$ cat src/logic/vm_pkg.sv
/*
  shared types for the voltmeter control fpga
  7-bit register addresses, 32-bit register data
  sequence config holds at most four words; counts are 24 bits wide
  mode codes other than direct and seq mock park every pin low
*/
package vm_pkg;

  ////////////////////////////////////////
  // register map

  typedef enum logic [6:0] {
    ADDR_MODE      = 7'd1,
    ADDR_DIRECT    = 7'd2,
    ADDR_4094_OE   = 7'd3,
    ADDR_STATUS    = 7'd4,   // read only
    ADDR_PRECHARGE = 7'd5,
    ADDR_SEQ_N     = 7'd6,
    ADDR_SEQ0      = 7'd7,
    ADDR_SEQ1      = 7'd8,
    ADDR_SEQ2      = 7'd9,
    ADDR_SEQ3      = 7'd10,
    ADDR_APERTURE  = 7'd11
  } reg_addr_e;

  localparam logic [7:0] STATUS_MAGIC = 8'hAA;   // low byte of status
  localparam int         CFG_COUNT_W  = 24;      // count width held in the config struct

  // alternate function select
  typedef enum logic [2:0] {
    MODE_DIRECT   = 3'd0,
    MODE_SEQ_MOCK = 3'd6
  } mode_e;

  // line encoded chip selects, decimal codes
  typedef enum logic [2:0] {
    CS_NONE       = 3'd0,
    CS_FPGA       = 3'd1,
    CS_4094       = 3'd2,
    CS_INVERT_DAC = 3'd3,
    CS_MDAC1      = 3'd4
  } spi_cs_e;

  typedef enum logic [1:0] {
    SEQ_IDLE,
    SEQ_PRECHARGE,
    SEQ_MEASURE
  } seq_state_e;

  ////////////////////////////////////////
  // structs

  typedef struct packed {
    logic [1:0] pc_sw;    // upper
    logic [3:0] azmux;
  } seq_word_t;

  typedef struct packed {
    logic [2:0]             seq_n;        // 0 acts as 1, capped at 4
    seq_word_t [3:0]        seq;
    logic [CFG_COUNT_W-1:0] clk_count_precharge;
    logic [CFG_COUNT_W-1:0] clk_count_aperture;
  } sa_cfg_t;

  // pin word, same order as the low 26 bits of the direct register
  typedef struct packed {
    logic       adc_reset_n;    // 25
    logic       meas_complete;  // 24
    logic       spi_interrupt;  // 23
    logic       cmpr_latch;     // 22
    logic       sigmux;         // 21
    logic       rstmux;         // 20
    logic [1:0] refmux;         // 19:18
    logic [3:0] azmux;          // 17:14
    logic [1:0] pc_sw;          // 13:12
    logic [7:0] monitor;        // 11:4
    logic [3:0] leds;           // 3:0
  } pin_word_t;

endpackage

$ cat src/logic/adc_mock.sv
/*
  stand-in for the converter aperture
  pulses once per arm, needs arm low for a cycle to start again
*/
module adc_mock #(
  parameter int CLK_COUNT_W = 24
) (
  input  logic                   clk,
  input  logic                   rst_n_i,
  input  logic                   arm_i,
  input  logic [CLK_COUNT_W-1:0] clk_count_aperture_i,
  output logic                   measure_valid_o,
  output logic [7:0]             monitor_o
);

  logic [CLK_COUNT_W-1:0] cnt_q;
  logic                   done_q;     // sample taken, waiting for rearm
  logic                   valid_q;
  logic                   toggle_q;   // flips per sample, scope friendly

  always_ff @(posedge clk) begin
    if (!rst_n_i) begin
      cnt_q    <= '0;
      done_q   <= 1'b0;
      valid_q  <= 1'b0;
      toggle_q <= 1'b0;
    end else begin
      valid_q <= 1'b0;
      if (!arm_i) begin
        cnt_q  <= '0;
        done_q <= 1'b0;
      end else if (!done_q) begin
        if (cnt_q == clk_count_aperture_i) begin   // aperture+1 cycles armed
          valid_q  <= 1'b1;
          done_q   <= 1'b1;
          toggle_q <= ~toggle_q;
        end else begin
          cnt_q <= cnt_q + 1'b1;
        end
      end
    end
  end

  assign measure_valid_o = valid_q;
  assign monitor_o       = {6'b0, toggle_q, arm_i};

  // one sample per arm, never a stretched pulse
  assert property (@(posedge clk) disable iff (!rst_n_i)
    valid_q |=> !valid_q);

endmodule

$ cat src/logic/pin_output_stage.sv
/*
  per-mode pin selection, registered so the isolators see no glitches
  unknown mode codes park every pin low
  outputs lag the selection by one clk
*/
module pin_output_stage (
  input  logic              clk,
  input  logic              rst_n_i,
  input  vm_pkg::mode_e     mode_i,
  input  logic [31:0]       direct_i,
  input  vm_pkg::pin_word_t seq_pins_i,
  output vm_pkg::pin_word_t pins_o
);
  import vm_pkg::*;

  pin_word_t sel;
  pin_word_t pins_q;

  ////////////////////////////////////////
  // mode mux

  always_comb begin
    case (mode_i)
      MODE_DIRECT:   sel = pin_word_t'(direct_i[25:0]);  // bit for bit, top 6 dropped
      MODE_SEQ_MOCK: sel = seq_pins_i;                   // needs trig held high
      default:       sel = '0;                           // parked
    endcase
  end

  always_ff @(posedge clk) begin
    if (!rst_n_i) begin
      pins_q <= '0;   // all low out of reset
    end else begin
      pins_q <= sel;
    end
  end

  assign pins_o = pins_q;

endmodule

$ cat src/logic/seq_acquisition.sv
/*
  sequence acquisition against the mock converter
  runs while trig_i is high, drops to idle with index 0 when it falls
  SEQ_MAX must not exceed 4, the words held in the config struct
  config is assumed static while a run is in progress
*/
module seq_acquisition #(
  parameter int CLK_COUNT_W = 24,
  parameter int SEQ_MAX     = 4
) (
  input  logic              clk,
  input  logic              rst_n_i,
  input  logic              trig_i,
  input  vm_pkg::sa_cfg_t   cfg_i,
  output vm_pkg::pin_word_t pins_o,
  output logic [2:0]        sample_idx_last_o
);
  import vm_pkg::*;

  localparam logic [2:0] SEQ_MAX_L = 3'(SEQ_MAX);

  seq_state_e             state_q;
  logic [2:0]             idx_q;
  logic [2:0]             idx_last_q;
  logic [2:0]             seq_n_eff;
  logic [CLK_COUNT_W-1:0] pc_cnt_q;
  logic [CLK_COUNT_W-1:0] pc_limit;
  logic [CLK_COUNT_W-1:0] ap_limit;
  logic                   adc_arm;
  logic                   adc_valid;
  logic [7:0]             adc_monitor;
  seq_word_t              word;

  assign pc_limit = CLK_COUNT_W'(cfg_i.clk_count_precharge);
  assign ap_limit = CLK_COUNT_W'(cfg_i.clk_count_aperture);

  // 0 acts as 1, clamp to SEQ_MAX
  always_comb begin
    if (cfg_i.seq_n == 3'd0) begin
      seq_n_eff = 3'd1;
    end else if (cfg_i.seq_n > SEQ_MAX_L) begin
      seq_n_eff = SEQ_MAX_L;
    end else begin
      seq_n_eff = cfg_i.seq_n;
    end
  end

  ////////////////////////////////////////
  // fsm

  always_ff @(posedge clk) begin
    if (!rst_n_i) begin
      state_q    <= SEQ_IDLE;
      idx_q      <= '0;
      idx_last_q <= '0;
      pc_cnt_q   <= '0;
    end else if (!trig_i) begin
      state_q  <= SEQ_IDLE;    // idx_last kept for the status read
      idx_q    <= '0;
      pc_cnt_q <= '0;
    end else begin
      case (state_q)
        SEQ_IDLE: begin
          state_q  <= SEQ_PRECHARGE;
          pc_cnt_q <= '0;
        end
        SEQ_PRECHARGE: begin
          if (pc_cnt_q == pc_limit) begin
            state_q <= SEQ_MEASURE;   // held count+1 cycles
          end else begin
            pc_cnt_q <= pc_cnt_q + 1'b1;
          end
        end
        SEQ_MEASURE: begin
          if (adc_valid) begin
            idx_last_q <= idx_q;
            idx_q      <= (idx_q + 3'd1 >= seq_n_eff) ? 3'd0 : idx_q + 3'd1;
            pc_cnt_q   <= '0;
            state_q    <= SEQ_PRECHARGE;   // arm drops, mock rearms
          end
        end
        default: state_q <= SEQ_IDLE;
      endcase
    end
  end

  assign adc_arm = (state_q == SEQ_MEASURE);
  assign word    = cfg_i.seq[idx_q[1:0]];

  adc_mock #(
    .CLK_COUNT_W(CLK_COUNT_W)
  ) u_adc_mock (
    .clk                 (clk),
    .rst_n_i             (rst_n_i),
    .arm_i               (adc_arm),
    .clk_count_aperture_i(ap_limit),
    .measure_valid_o     (adc_valid),
    .monitor_o           (adc_monitor)
  );

  ////////////////////////////////////////
  // pin fields, rest stay zero

  always_comb begin
    pins_o               = '0;
    pins_o.adc_reset_n   = adc_arm;
    pins_o.meas_complete = adc_valid;
    pins_o.spi_interrupt = adc_valid;    // end of sample to the host
    if (state_q != SEQ_IDLE) begin
      pins_o.pc_sw = word.pc_sw;
      pins_o.azmux = word.azmux;
    end
    pins_o.monitor = {state_q, 1'b0, idx_q, adc_monitor[1:0]};
    pins_o.leds    = {1'b0, idx_q};
  end

  assign sample_idx_last_o = idx_last_q;

  // index tracks the clamped length programmed in the register slave
  assert property (@(posedge clk) disable iff (!rst_n_i)
    idx_q < seq_n_eff);

endmodule

$ cat src/logic/spi_reg_slave.sv
/*
  spi register set, mode 0, msb first, 40-bit frame
  frame = write flag, 7-bit address, 32-bit data
  sck, select and mosi are sampled in the clk domain, so clk must be
  well above 4x sck. a short frame commits nothing
*/
module spi_reg_slave (
  input  logic            clk,
  input  logic            rst_n_i,
  input  logic            spi_sck_i,
  input  logic            spi_cs_n_i,
  input  logic            spi_mosi_i,
  input  logic [31:0]     status_i,
  output logic            spi_miso_o,
  output vm_pkg::mode_e   mode_o,
  output logic [31:0]     direct_o,
  output logic            oe_4094_o,
  output vm_pkg::sa_cfg_t sa_cfg_o
);
  import vm_pkg::*;

  localparam int FRAME_BITS = 40;
  localparam int HDR_BITS   = 8;    // flag + address

  logic [2:0]            sck_q;     // 2 sync stages + edge history
  logic [2:0]            cs_n_q;
  logic [1:0]            mosi_q;
  logic                  sck_rise;
  logic                  sck_fall;
  logic                  cs_rise;
  logic [FRAME_BITS-1:0] shift_q;
  logic [FRAME_BITS-1:0] shift_next;
  logic [5:0]            bit_cnt_q;
  logic [31:0]           rd_shift_q;
  logic [31:0]           rd_word;
  logic                  miso_q;
  logic                  wr_commit;
  reg_addr_e             rd_addr;
  reg_addr_e             wr_addr;
  logic [31:0]           wr_data;

  // register set
  logic [31:0]           mode_q;
  logic [31:0]           direct_q;
  logic [31:0]           oe_q;
  logic [31:0]           precharge_q;
  logic [31:0]           seq_n_q;
  logic [3:0][31:0]      seq_q;
  logic [31:0]           aperture_q;

  ////////////////////////////////////////
  // synchronizers and edges

  always_ff @(posedge clk) begin
    if (!rst_n_i) begin
      sck_q  <= '0;
      cs_n_q <= '1;   // deselected
      mosi_q <= '0;
    end else begin
      sck_q  <= {sck_q[1:0], spi_sck_i};
      cs_n_q <= {cs_n_q[1:0], spi_cs_n_i};
      mosi_q <= {mosi_q[0], spi_mosi_i};
    end
  end

  assign sck_rise = sck_q[1] & ~sck_q[2];
  assign sck_fall = ~sck_q[1] & sck_q[2];
  assign cs_rise  = cs_n_q[1] & ~cs_n_q[2];

  assign shift_next = {shift_q[FRAME_BITS-2:0], mosi_q[1]};
  assign rd_addr    = reg_addr_e'(shift_next[6:0]);     // valid on the 8th rise
  assign wr_addr    = reg_addr_e'(shift_q[38:32]);
  assign wr_data    = shift_q[31:0];

  // full frame, write flag set, select just released
  assign wr_commit = cs_rise && (bit_cnt_q == 6'(FRAME_BITS)) && shift_q[FRAME_BITS-1];

  ////////////////////////////////////////
  // frame shifter

  always_ff @(posedge clk) begin
    if (!rst_n_i) begin
      bit_cnt_q <= '0;
      miso_q    <= 1'b0;
    end else if (cs_n_q[1]) begin
      bit_cnt_q <= '0;    // idle between frames
      miso_q    <= 1'b0;
    end else begin
      if (sck_rise && bit_cnt_q != '1) begin
        bit_cnt_q <= bit_cnt_q + 6'd1;   // saturates, long frames never commit
      end
      if (sck_fall && bit_cnt_q >= 6'(HDR_BITS)) begin
        miso_q <= rd_shift_q[31];   // master samples on the next rise
      end
    end
  end

  // payload, no reset
  always_ff @(posedge clk) begin
    if (sck_rise && !cs_n_q[1]) begin
      shift_q <= shift_next;
    end
    if (sck_rise && !cs_n_q[1] && bit_cnt_q == 6'(HDR_BITS - 1)) begin
      rd_shift_q <= shift_next[HDR_BITS-1] ? '0 : rd_word;   // writes shift out zeros
    end else if (sck_fall && bit_cnt_q >= 6'(HDR_BITS)) begin
      rd_shift_q <= {rd_shift_q[30:0], 1'b0};
    end
  end

  ////////////////////////////////////////
  // read mux

  always_comb begin
    case (rd_addr)
      ADDR_MODE:      rd_word = mode_q;
      ADDR_DIRECT:    rd_word = direct_q;
      ADDR_4094_OE:   rd_word = oe_q;
      ADDR_STATUS:    rd_word = status_i;
      ADDR_PRECHARGE: rd_word = precharge_q;
      ADDR_SEQ_N:     rd_word = seq_n_q;
      ADDR_SEQ0:      rd_word = seq_q[0];
      ADDR_SEQ1:      rd_word = seq_q[1];
      ADDR_SEQ2:      rd_word = seq_q[2];
      ADDR_SEQ3:      rd_word = seq_q[3];
      ADDR_APERTURE:  rd_word = aperture_q;
      default:        rd_word = '0;       // unmapped reads as zero
    endcase
  end

  ////////////////////////////////////////
  // register write

  always_ff @(posedge clk) begin
    if (!rst_n_i) begin
      mode_q      <= '0;   // MODE_DIRECT
      direct_q    <= '0;
      oe_q        <= '0;   // 4094 outputs off at start
      precharge_q <= '0;
      seq_n_q     <= '0;
      seq_q       <= '0;
      aperture_q  <= '0;
    end else if (wr_commit) begin
      case (wr_addr)
        ADDR_MODE:      mode_q      <= wr_data;
        ADDR_DIRECT:    direct_q    <= wr_data;
        ADDR_4094_OE:   oe_q        <= wr_data;
        ADDR_PRECHARGE: precharge_q <= wr_data;
        ADDR_SEQ_N:     seq_n_q     <= wr_data;
        ADDR_SEQ0:      seq_q[0]    <= wr_data;
        ADDR_SEQ1:      seq_q[1]    <= wr_data;
        ADDR_SEQ2:      seq_q[2]    <= wr_data;
        ADDR_SEQ3:      seq_q[3]    <= wr_data;
        ADDR_APERTURE:  aperture_q  <= wr_data;
        default:        ;                      // status and unmapped ignore writes
      endcase
    end
  end

  ////////////////////////////////////////
  // outputs

  assign spi_miso_o = miso_q;
  assign mode_o     = mode_e'(mode_q[2:0]);
  assign direct_o   = direct_q;
  assign oe_4094_o  = oe_q[0];

  always_comb begin
    sa_cfg_o.seq_n = seq_n_q[2:0];
    for (int i = 0; i < 4; i++) begin
      sa_cfg_o.seq[i] = seq_word_t'(seq_q[i][5:0]);
    end
    sa_cfg_o.clk_count_precharge = precharge_q[CFG_COUNT_W-1:0];
    sa_cfg_o.clk_count_aperture  = aperture_q[CFG_COUNT_W-1:0];
  end

  // select pin still high when a write commits
  assert property (@(posedge clk) disable iff (!rst_n_i)
    wr_commit |-> spi_cs_n_i);

endmodule

$ cat src/logic/vm_top.sv
/*
  voltmeter control fpga, reduced
  one clk domain, spi lines sampled through synchronizers
  only modes 0 (direct) and 6 (sequence with mock adc) drive pins
*/
module vm_top #(
  parameter int CLK_COUNT_W = 24,
  parameter int SEQ_MAX     = 4
) (
  input  logic              clk,
  input  logic              rst_n_i,
  input  logic              spi_sck_i,
  input  logic              spi_mosi_i,
  input  logic [2:0]        spi_cs_vec_i,
  input  logic [3:0]        hw_flags_i,
  input  logic              sa_trig_i,
  output logic              spi_miso_o,
  output logic              spi_glb_clk_o,
  output logic              spi_glb_mosi_o,
  output logic              spi_4094_strobe_o,
  output logic              spi_4094_oe_o,
  output logic              spi_invert_dac_ss_o,
  output logic              spi_iso_cs_o,
  output logic              spi_iso_cs2_o,
  output vm_pkg::pin_word_t pins_o
);
  import vm_pkg::*;

  spi_cs_e    cs_code;
  logic       reg_cs_n;
  mode_e      mode;
  logic [31:0] direct;
  sa_cfg_t    sa_cfg;
  pin_word_t  seq_pins;
  logic [2:0] sample_idx_last;
  logic [31:0] status;

  ////////////////////////////////////////
  // chip select decode

  assign cs_code = spi_cs_e'(spi_cs_vec_i);

  // shared lines go quiet while the register set is addressed
  assign spi_glb_clk_o       = (cs_code == CS_FPGA) ? 1'b1 : spi_sck_i;   // park hi
  assign spi_glb_mosi_o      = (cs_code == CS_FPGA) ? 1'b1 : spi_mosi_i;  // park hi
  assign reg_cs_n            = (cs_code != CS_FPGA);          // active lo
  assign spi_4094_strobe_o   = (cs_code == CS_4094);          // active hi, park lo
  assign spi_invert_dac_ss_o = (cs_code != CS_INVERT_DAC);    // active lo
  assign spi_iso_cs_o        = (cs_code != CS_MDAC1);         // active lo
  assign spi_iso_cs2_o       = 1'b1;                          // unused select

  // status, msb down
  assign status = {8'h00,
                   1'b0, sa_cfg.seq_n, 1'b0, sample_idx_last,
                   4'b0, hw_flags_i,
                   STATUS_MAGIC};

  spi_reg_slave u_reg (
    .clk       (clk),
    .rst_n_i   (rst_n_i),
    .spi_sck_i (spi_sck_i),
    .spi_cs_n_i(reg_cs_n),
    .spi_mosi_i(spi_mosi_i),
    .status_i  (status),
    .spi_miso_o(spi_miso_o),
    .mode_o    (mode),
    .direct_o  (direct),
    .oe_4094_o (spi_4094_oe_o),
    .sa_cfg_o  (sa_cfg)
  );

  seq_acquisition #(
    .CLK_COUNT_W(CLK_COUNT_W),
    .SEQ_MAX    (SEQ_MAX)
  ) u_seq (
    .clk              (clk),
    .rst_n_i          (rst_n_i),
    .trig_i           (sa_trig_i),
    .cfg_i            (sa_cfg),
    .pins_o           (seq_pins),
    .sample_idx_last_o(sample_idx_last)
  );

  pin_output_stage u_pins (
    .clk       (clk),
    .rst_n_i   (rst_n_i),
    .mode_i    (mode),
    .direct_i  (direct),
    .seq_pins_i(seq_pins),
    .pins_o    (pins_o)
  );

endmodule

$ cat config.mk
export PLATFORM = sky130hd
export DESIGN_NAME = vm_top
export DESIGN_NICKNAME = d
export VERILOG_FILES = /design/src/logic/vm_pkg.sv /design/src/logic/adc_mock.sv /design/src/logic/pin_output_stage.sv /design/src/logic/seq_acquisition.sv /design/src/logic/spi_reg_slave.sv /design/src/logic/vm_top.sv
export SDC_FILE = /design/constraint.sdc
export NUM_CORES = 1
export LEC_CHECK = 0
export BUFFER_PORTS_ARGS = -buffer_cell sky130_fd_sc_hd__buf_2
export CAP_MARGIN = 20
export CORE_ASPECT_RATIO = 0.7
export CORE_MARGIN = 8
export CORE_UTILIZATION = 55
export CTS_CLUSTER_SIZE = 14
export DETAILED_ROUTE_END_ITERATION = 12
export PLACE_DENSITY = 0.71
export SYNTH_ARGS = -nofsm -noshare
export SYNTH_HDL_FRONTEND = slang
export SYNTH_HIERARCHICAL = 1
export SYNTH_SLANG_ARGS = --single-unit
$ cat constraint.sdc
create_clock -name clk -period 12.9 [get_ports clk]
set_input_delay 2.58 -clock clk [delete_from_list [all_inputs] [get_ports clk]]
set_output_delay 2.58 -clock clk [all_outputs]
set_load 0.1 [all_outputs]
==> run_results.csv, run 1 <==
group,metric,value,unit
critical_path,crit_required,10.32,ns
timing,hold_violations,0,
floorplanning,die_width,266.0,um
cts,path_clk_slew,0.06,ns
grt,grt_pass1_wl,110200,um
hold_path,hp-class,"reg2reg",
timing,setup_violations,0,
route,routed_wl,71640,um
synth,postSynthCellCount,2839,
pwr,p_per_area,125.0,nW/um2
hold_path,hp-start,"u_reg/cs_n_q[0]$_SDFF_PN1_",
grt,grt-ovfl-total,0,
grt,antenna_found_initial,2,
cts,clock_path_buffers,3,
timing,post-route-min-period,6.045,ns
route,avgRoutedWirePerCell,21.79,um
cells_and_area,area_growth_syn_to_layout,5.676,%
route,remaining_drc_errors,0,
critical_path,start_kind,"primary input",
cells_and_area,antenna_cells,0,
run,max_cap_violations,0,
timing,setup_tns,0,ns
route,dr.pass1.iters,6,
cts,cts_sinks,492,
synth,avgSynthCellArea,8.479,um2
cts,post_cts_buffers,0,
cts,tritoncts,"yes",
floorplanning,core_area,43400,um2
cts,cts-buffers-inserted,48,
grt,grt.total_usage,0.2750,
grt,grt_pass1_vias,18920,
critical_path,arrival,3.46,ns
floorplanning,initial_core_util,0.5546,
critical_path,ff2ff_path_depth,8,
placement,io_buffer_count,44,
critical_path,critical_path_class,"in2out",
timing,drv_slew,0,
critical_path,ff2ff_setup_slack,9.31,ns
cts,clockRootBuffer,"clkbuf_16",
hold_path,hold-path-endpoint,"u_reg/cs_n_q[1]$_SDFF_PN1_",
timing,tightest_slew,1.143,ns
grt,grt_max_degree,137,
cts,cts.repair.resized,0,
critical_path,cp_max_fo,4,
route,num_vias,19770,
pwr,max-vdd-ir-drop,0.00008214,V
cells_and_area,regArea,10580,um2
route,ant_nets,0,
hold_path,worstHoldPathCells,1,
synth,yosysWarnings,6,
timing,rsz0062_at_grt,"no",
timing,max_slew_margin,0.2375,
cells_and_area,nets,2676,
cells_and_area,utilization,0.5861,
pwr,leakagePower,8.345,nW
floorplanning,die_area,50820,um2
timing,skew,0.01964,ns
floorplanning,io_pins,46,
cells_and_area,drive_above_1_share,0.09020,
route,first_iter_violations,2150,
critical_path,timing.rr.end,"u_reg/rd_shift_q[5]$_DFFE_PP_",
timing,hold_ws,0.4072,ns
run_status,status,"finished clean",
critical_path,worst_setup_path_end_kind,"output port",
timing,fin_crit_sh,0.4686,
critical_path,reg2reg_from,"u_reg/shift_q[0]$_DFFE_PP_",
cells_and_area,multi_input_area,11840,um2
timing,fmax,0.1654,GHz
floorplanning,die-height,191.0,um
route,drt-vias-per-instance,6.013,
placement,gp_congestion,0.8763,
synth,syn_area,24070,um2
cts,htreeDepth,2,
cts,hold_buffers,0,
cts,clk-insertion-delay-late,0.58,ns
floorplanning,num_rows,64,
cells_and_area,fill_cells,3714,
placement,dpl.hpwl,42540,um
[registers in the layout, summed over array words and instances, names as in the netlist, 6 cells and up]
register                cells
u_reg/precharge_q          32
u_reg/seq_q               104
u_reg/bit_cnt_q             6
u_reg/mode_q               32
u_reg/direct_o             32
u_reg/rd_shift_q           32
u_seq/pc_cnt_q             24
u_reg/oe_q                 32
u_reg/aperture_q           32
u_reg/sa_cfg_o             24
u_reg/shift_q              40
u_pins/pins_o              26
u_seq/u_adc_mock/cnt_q     24
u_reg/seq_n_q              32
[cell type report]
class                           count  share of cell area
Clock inverter                     13             0.01043
Timing Repair Buffer               73             0.01835
Inverter                           18            0.002656
Tap cell                          594             0.02922
Multi-Input combinational cell   2023              0.4656
Sequential cell                   492              0.4157
Clock buffer                       75             0.05804
[where the power goes]
group | switching, mW | leakage (nW) | internal (mW)
clock | 0.603 | 0.854 | 0.945
combinational | 0.0467 | 3.46 | 0.0280
sequential | 0.00509 | 4.03 | 1.55
[placed cells by master, fill, tap and decap left out, types with 13 or more instances in the layout]
master,instances
clkbuf_16,51
o31ai_1,15
o21ai_0,46
a21boi_0,298
clkbuf_1,13
edfxtp_1,72
inv_1,17
nor3_1,39
nand2_1,774
conb_1,30
nor2_1,101
o22ai_1,31
a211o_1,32
a31oi_1,36
nand3_1,53
or3b_1,22
dfxtp_1,418
nor3b_1,35
buf_4,27
buf_2,43
mux2_2,32
a21boi_1,22
nand4_1,16
a21oi_1,82
mux2i_1,101
nor2b_1,15
xor2_1,52
[worst max-delay path by stage]
stage	startpoint	end	slack [ns]	depth (start not counted)
floorplan	spi_cs_vec_i[0]	spi_4094_strobe_o	5.53	1
global placement	spi_cs_vec_i[1]	spi_glb_mosi_o	6.87	4
detailed placement	spi_cs_vec_i[1]	spi_glb_clk_o	6.86	4
CTS	spi_cs_vec_i[1]	spi_glb_clk_o	6.85	4
global route	spi_cs_vec_i[1]	spi_glb_clk_o	6.80	4
finish	spi_cs_vec_i[1]	spi_glb_clk_o	6.86	4
[layer usage]
| metal | part of all wire | up-vias | global-route usage | routed length (um) |
|---|---|---|---|---|
| met5 | 0.00029 | - | 0 | 21 |
| li1 | - | 9175 | - | - |
| met3 | 0.12 | 163 | 0.07814 | 8743 |
| met2 | 0.42 | 992 | 0.4048 | 29800 |
| met1 | 0.43 | 9438 | 0.3808 | 30580 |
| met4 | 0.035 | 4 | 0.1031 | 2499 |
[per-stage QoR]
| step | power (mW) | std cells | setup WS, ns | area, um2 |
|---|---|---|---|---|
| 6_report | 3.179 | 3288 | 6.855 | 25440 |
| 5_1_grt | 3.265 | 3288 | 6.804 | 25440 |
| 4_1_cts | 3.195 | 3288 | 6.854 | 25440 |
| 3_5_place_dp | 1.664 | 3200 | 6.859 | 23700 |
| 3_3_place_gp | 1.663 | 3199 | 6.865 | 23680 |
| 2_1_floorplan | 1.649 | 2866 | 5.528 | 24170 |
[critical path, cell delays in order]
cell     delay, ns
buf_2         0.12
nor3b_2       0.22
or2_1         0.13
buf_2         0.41
Note: power is estimated with default switching activity, not from simulation.
==> inputs of run 2 (changes only) <==
Settings changed: PLACE_DENSITY 0.71 to 0.74.
Clock period 12.9 ns to 4.9 ns, I/O delays scaled along.
==> run_results.csv, run 2 (synthesis results as in run 1) <==
group,metric,value,unit
critical_path,start_kind,"flop",
critical_path,crit_chain,"or4_4 -> o22a_1 -> or3_2 -> buf_12 -> a31oi_1 -> a211o_1",
critical_path,worst_setup_path_end_kind,"flop",
cts,htreeDepth,2,
grt,antenna_found_initial,2,
route,remaining_drc_errors,0,
grt,grt_pass1_vias,18150,
critical_path,critical_path_class,"reg2reg",
cells_and_area,largest_register,"u_reg/seq_q",
floorplanning,die-height,191.0,um
timing,drv_slew,0,
timing,rsz0062_at_grt,"no",
timing,skew,0.02526,ns
grt,grt.total_usage,0.2734,
critical_path,cp_max_fo,40,
route,avgRoutedWirePerCell,21.84,um
critical_path,reg2reg_from,"u_reg/shift_q[4]$_DFFE_PP_",
floorplanning,die_area,50820,um2
critical_path,ff2ff_setup_slack,1.77,ns
placement,gp_congestion,0.9143,
cts,hold_buffers,0,
timing,max_slew_margin,0.2868,
route,routed_wl,72000,um
hold_path,hp-start,"u_reg/cs_n_q[0]$_SDFF_PN1_",
cts,cts_sinks,492,
grt,grt-ovfl-total,0,
cells_and_area,largest_reg_flops,104,
cells_and_area,drive_above_1_share,0.09071,
route,ant_nets,0,
critical_path,crit_buf_inv,1,
critical_path,worst-path-stages,6,
cells_and_area,nets,2681,
cts,clk-insertion-delay-late,0.59,ns
cts,tritoncts,"yes",
placement,numPlacedInstances,3203,
critical_path,critPathSlowestCell,"or4_4",
timing,tightest_slew,1.070,ns
timing,fmax,0.3195,GHz
run_status,status,"finished clean",
run,max_cap_violations,0,
cells_and_area,stdcell_count,3296,
timing,hold_violations,0,
cells_and_area,layout_commonest_cell,"nand2_1",
route,first_iter_violations,2666,
cells_and_area,utilization,0.5856,
timing,fin_crit_sh,0.6388,
timing,post-route-min-period,3.130,ns
critical_path,startpoint,"u_reg/shift_q[4]$_DFFE_PP_",
cts,clock_path_buffers,3,
floorplanning,die_width,266.0,um
grt,grt_pass1_wl,109600,um
cts,path_clk_slew,0.07,ns
cts,cts.repair.resized,0,
cells_and_area,final_cell_mix,"774 x nand2_1, 418 x dfxtp_1, 298 x a21boi_0, 101 x nor2_1, 101 x mux2i_1",
cells_and_area,top_regs,"u_reg/seq_q: 104 flops, u_reg/shift_q: 40 flops",
timing,setup_tns,0,ns
pwr,p_per_area,321.4,nW/um2
route,drt-vias-per-instance,6.077,
cells_and_area,area_growth_syn_to_layout,5.583,%
placement,io_buffer_count,44,
pwr,fin_total_pwr,8.168,mW
floorplanning,io_pins,46,
cts,post_cts_buffers,0,
hold_path,hp-class,"reg2reg",
route,num_vias,20030,
critical_path,worst_setup_path_endpoint,"u_reg/rd_shift_q[29]$_DFFE_PP_",
floorplanning,core_area,43400,um2
cts,cts-buffers-inserted,48,
critical_path,timing.rr.end,"u_reg/rd_shift_q[29]$_DFFE_PP_",
floorplanning,initial_core_util,0.5546,
critical_path,crit_path_max_incr_delay,0.79,ns
critical_path,critical-path-top-delay-family,"simple AND/OR/NAND/NOR gates",
placement,dpl.hpwl,45410,um
grt,grt_max_degree,102,
pwr,max-vdd-ir-drop,0.0002981,V
floorplanning,num_rows,64,
pwr,leakagePower,8.334,nW
critical_path,ff2ff_path_depth,6,
critical_path,crit_required,5.35,ns
cts,clockRootBuffer,"clkbuf_16",
timing,setup_violations,0,
route,dr.pass1.iters,6,
critical_path,arrival,3.58,ns
[run 2: metrics by stage]
step | setup slack, ns | hold slack (ns) | cell area (um2)
after floorplan | 0.5782 | 0.3863 | 24180
after global placement | 1.748 | 0.3898 | 23680
after detailed placement | 1.690 | 0.4047 | 23730
after CTS | 1.686 | 0.4119 | 25360
after global routing | 1.660 | 0.4312 | 25410
final | 1.770 | 0.4070 | 25410
[run 2: how the worst min path moves through the flow]
stage                                  to  slack (ns)  cells after the start
2_1_floorplan  u_reg/cs_n_q[1]$_SDFF_PN1_        0.39                      1
3_3_place_gp   u_reg/cs_n_q[1]$_SDFF_PN1_        0.39                      1
3_5_place_dp   u_reg/cs_n_q[1]$_SDFF_PN1_        0.40                      1
4_1_cts        u_reg/cs_n_q[1]$_SDFF_PN1_        0.41                      1
5_1_grt        u_reg/cs_n_q[1]$_SDFF_PN1_        0.43                      1
6_report       u_reg/cs_n_q[1]$_SDFF_PN1_        0.41                      1
[run 2: worst reg2reg max path, stage by stage (launching register included)]
cell      delay [ns]
edfxtp_1        0.63
or4_4           0.79
o22a_1          0.26
or3_2           0.68
buf_12          0.29
a31oi_1         0.21
a211o_1         0.12
[run 2: where the power goes]
part / total, mW / internal [mW] / switching [mW]
combinational: 0.194 / 0.0727 / 0.121
clock: 3.87 / 2.23 / 1.64
sequential: 4.10 / 4.09 / 0.0181
[run 2: cell type report]
cell class	instances	area, um2
diodes	1	2.502
clock buffers	73	1470
clock inverters	17	167.7
fillers	3767	17990
inverters	18	67.56
multi-input cells	2023	11840
flip-flops and latches	492	10580
well taps	594	743.2
repair buffers	78	544.3
[run 2: metal layers]
layer	up-vias	part of all wire	track usage	routed length (um)
met3	140	0.14	0.07621	9774
met5	-	0.00018	0	13
met2	1118	0.41	0.3884	29190
met4	2	0.023	0.06720	1691
li1	9192	-	-	-
met1	9578	0.44	0.4046	31320
==> inputs of run 3 (changes only) <==
Clock period 4.9 ns to 2.7 ns, I/O delays scaled along.
==> run_results.csv, run 3 (synthesis results as in run 1) <==
group,metric,value,unit
critical_path,worst_setup_path_end_kind,"flop",
cells_and_area,layout_commonest_cell,"nand2_1",
timing,post-route-min-period,2.624,ns
critical_path,cp_max_fo,27,
timing,setup_violations,0,
route,dr.pass1.iters,7,
cts,post_cts_buffers,0,
grt,antenna_found_initial,3,
run_status,status,"finished clean",
cts,cts_sinks,492,
critical_path,startpoint,"u_reg/bit_cnt_q[0]$_SDFFE_PP0P_",
floorplanning,initial_core_util,0.5546,
grt,grt_pass1_wl,109300,um
cts,tritoncts,"yes",
timing,tightest_slew,0.9970,ns
timing,skew,0.02690,ns
critical_path,worst_setup_path_endpoint,"u_reg/precharge_q[21]$_SDFFE_PN0P_",
floorplanning,die_width,266.0,um
route,routed_wl,70940,um
cts,cts-buffers-inserted,47,
pwr,leakagePower,8.580,nW
critical_path,start_kind,"flop",
cells_and_area,largest_reg_flops,104,
critical_path,ff2ff_setup_slack,0.08,ns
cells_and_area,nets,2734,
route,first_iter_violations,2488,
grt,use_met1,0.3882,
cells_and_area,largest_register,"u_reg/seq_q",
grt,gr-usage-met2,0.3976,
critical_path,arrival,3.09,ns
route,num_vias,20160,
timing,drv_slew,0,
timing,hold_ws,0.1998,ns
grt,grt-ovfl-total,0,
grt,grt_pass1_vias,18910,
floorplanning,die_area,50820,um2
cells_and_area,drive_above_1_share,0.1091,
timing,hold_violations,0,
timing,fmax,0.3811,GHz
floorplanning,num_rows,64,
grt,grt.total_usage,0.2713,
route,remaining_drc_errors,0,
route,ant_nets,0,
placement,dpl.hpwl,45670,um
floorplanning,core_area,43400,um2
cells_and_area,final_cell_mix,"774 x nand2_1, 416 x dfxtp_1, 298 x a21boi_0, 101 x nor2_1, 101 x mux2i_1",
timing,max_slew_margin,0.3354,
route,drt-vias-per-instance,6.029,
grt,grt_max_degree,122,
cells_and_area,utilization,0.5958,
cts,htreeDepth,2,
timing,fin_crit_sh,0.9718,
cells_and_area,multi_input_area,11850,um2
pwr,max-vdd-ir-drop,0.0003720,V
floorplanning,die-height,191.0,um
cells_and_area,top_regs,"u_reg/seq_q: 104 flops, u_reg/shift_q: 40 flops",
critical_path,ff2ff_path_depth,8,
cts,clk-insertion-delay-late,0.58,ns
cts,path_clk_slew,0.06,ns
placement,io_buffer_count,44,
placement,gp_congestion,0.9112,
cells_and_area,fill_cells,3702,
critical_path,crit_required,3.17,ns
cells_and_area,antenna_cells,0,
cts,clockRootBuffer,"clkbuf_16",
critical_path,timing.rr.end,"u_reg/precharge_q[21]$_SDFFE_PN0P_",
timing,rsz0062_at_grt,"yes",
hold_path,hp-class,"in2reg",
grt,met3_usage,0.07223,
grt,grt_most_used_layer,"met2",
cells_and_area,regArea,10580,um2
floorplanning,io_pins,46,
pwr,p_per_area,553.9,nW/um2
critical_path,critical_path_class,"reg2reg",
cells_and_area,area_growth_syn_to_layout,7.433,%
critical_path,reg2reg_from,"u_reg/bit_cnt_q[0]$_SDFFE_PP0P_",
cts,clock_path_buffers,3,
run,max_cap_violations,0,
route,avgRoutedWirePerCell,21.21,um
==> run 3: worst min-delay path by stage <==
stage / startpoint / cells past startpoint / to
5_1_grt: spi_sck_i / 2 / u_reg/sck_q[0]$_SDFF_PN0_
6_report: spi_sck_i / 2 / u_reg/sck_q[0]$_SDFF_PN0_
3_5_place_dp: u_reg/mosi_q[0]$_SDFF_PN0_ / 1 / u_reg/mosi_q[1]$_SDFF_PN0_
4_1_cts: spi_sck_i / 2 / u_reg/sck_q[0]$_SDFF_PN0_
2_1_floorplan: u_reg/cs_n_q[0]$_SDFF_PN1_ / 1 / u_reg/cs_n_q[1]$_SDFF_PN1_
3_3_place_gp: u_reg/cs_n_q[0]$_SDFF_PN1_ / 1 / u_reg/cs_n_q[1]$_SDFF_PN1_
==> run 3: final cells by class <==
class,instances,area share
multi-input cells,2023,0.4582
flip-flops and latches,492,0.4090
clock buffers,74,0.05569
repair buffers,132,0.04359
well taps,594,0.02874
inverters,18,0.002613
clock inverters,11,0.002129
==> run 3: stage by stage <==
step | setup TNS [ns] | std cells | total power, mW | worst slack, ns | area [um2]
6_report | 0 | 3344 | 14.32 | 0.07617 | 25860
5_1_grt | -0.003528 | 3344 | 14.72 | -0.003528 | 25860
4_1_cts | 0 | 3344 | 14.38 | 0.1690 | 25850
3_5_place_dp | 0 | 3259 | 7.973 | 0.1837 | 24360
3_3_place_gp | 0 | 3259 | 7.968 | 0.2768 | 24360
2_1_floorplan | -7.013 | 2866 | 7.881 | -0.1507 | 24210
==> run 3: repair_timing <==
action	4_1_cts	5_1_grt
resized for setup	0	2
hold buffers	0	0
setup endpoints to repair	0	3
==> run 3: where the power goes <==
part	internal, mW	switching (mW)	total (mW)
registers	7.41	0.0241	7.44
logic	0.148	0.231	0.378
clock network	3.65	2.86	6.51
total	11.2	3.11	14.3
==> run 3: worst max-delay path: stages (launching register included) <==
cell      delay [ns]
dfxtp_1         0.34
inv_1           0.08
ha_1            0.14
nor4bb_1        0.51
nand4_1         0.42
nor2_2          0.43
buf_12          0.25
nand2_1         0.09
a21boi_0        0.26
==> run 3: metal layers <==
metal | vias up | routed length [um]
met1 | 9655 | 30380
met3 | 152 | 9489
met4 | 0 | 1867
li1 | 9294 | -
met2 | 1059 | 29200
met5 | - | 0
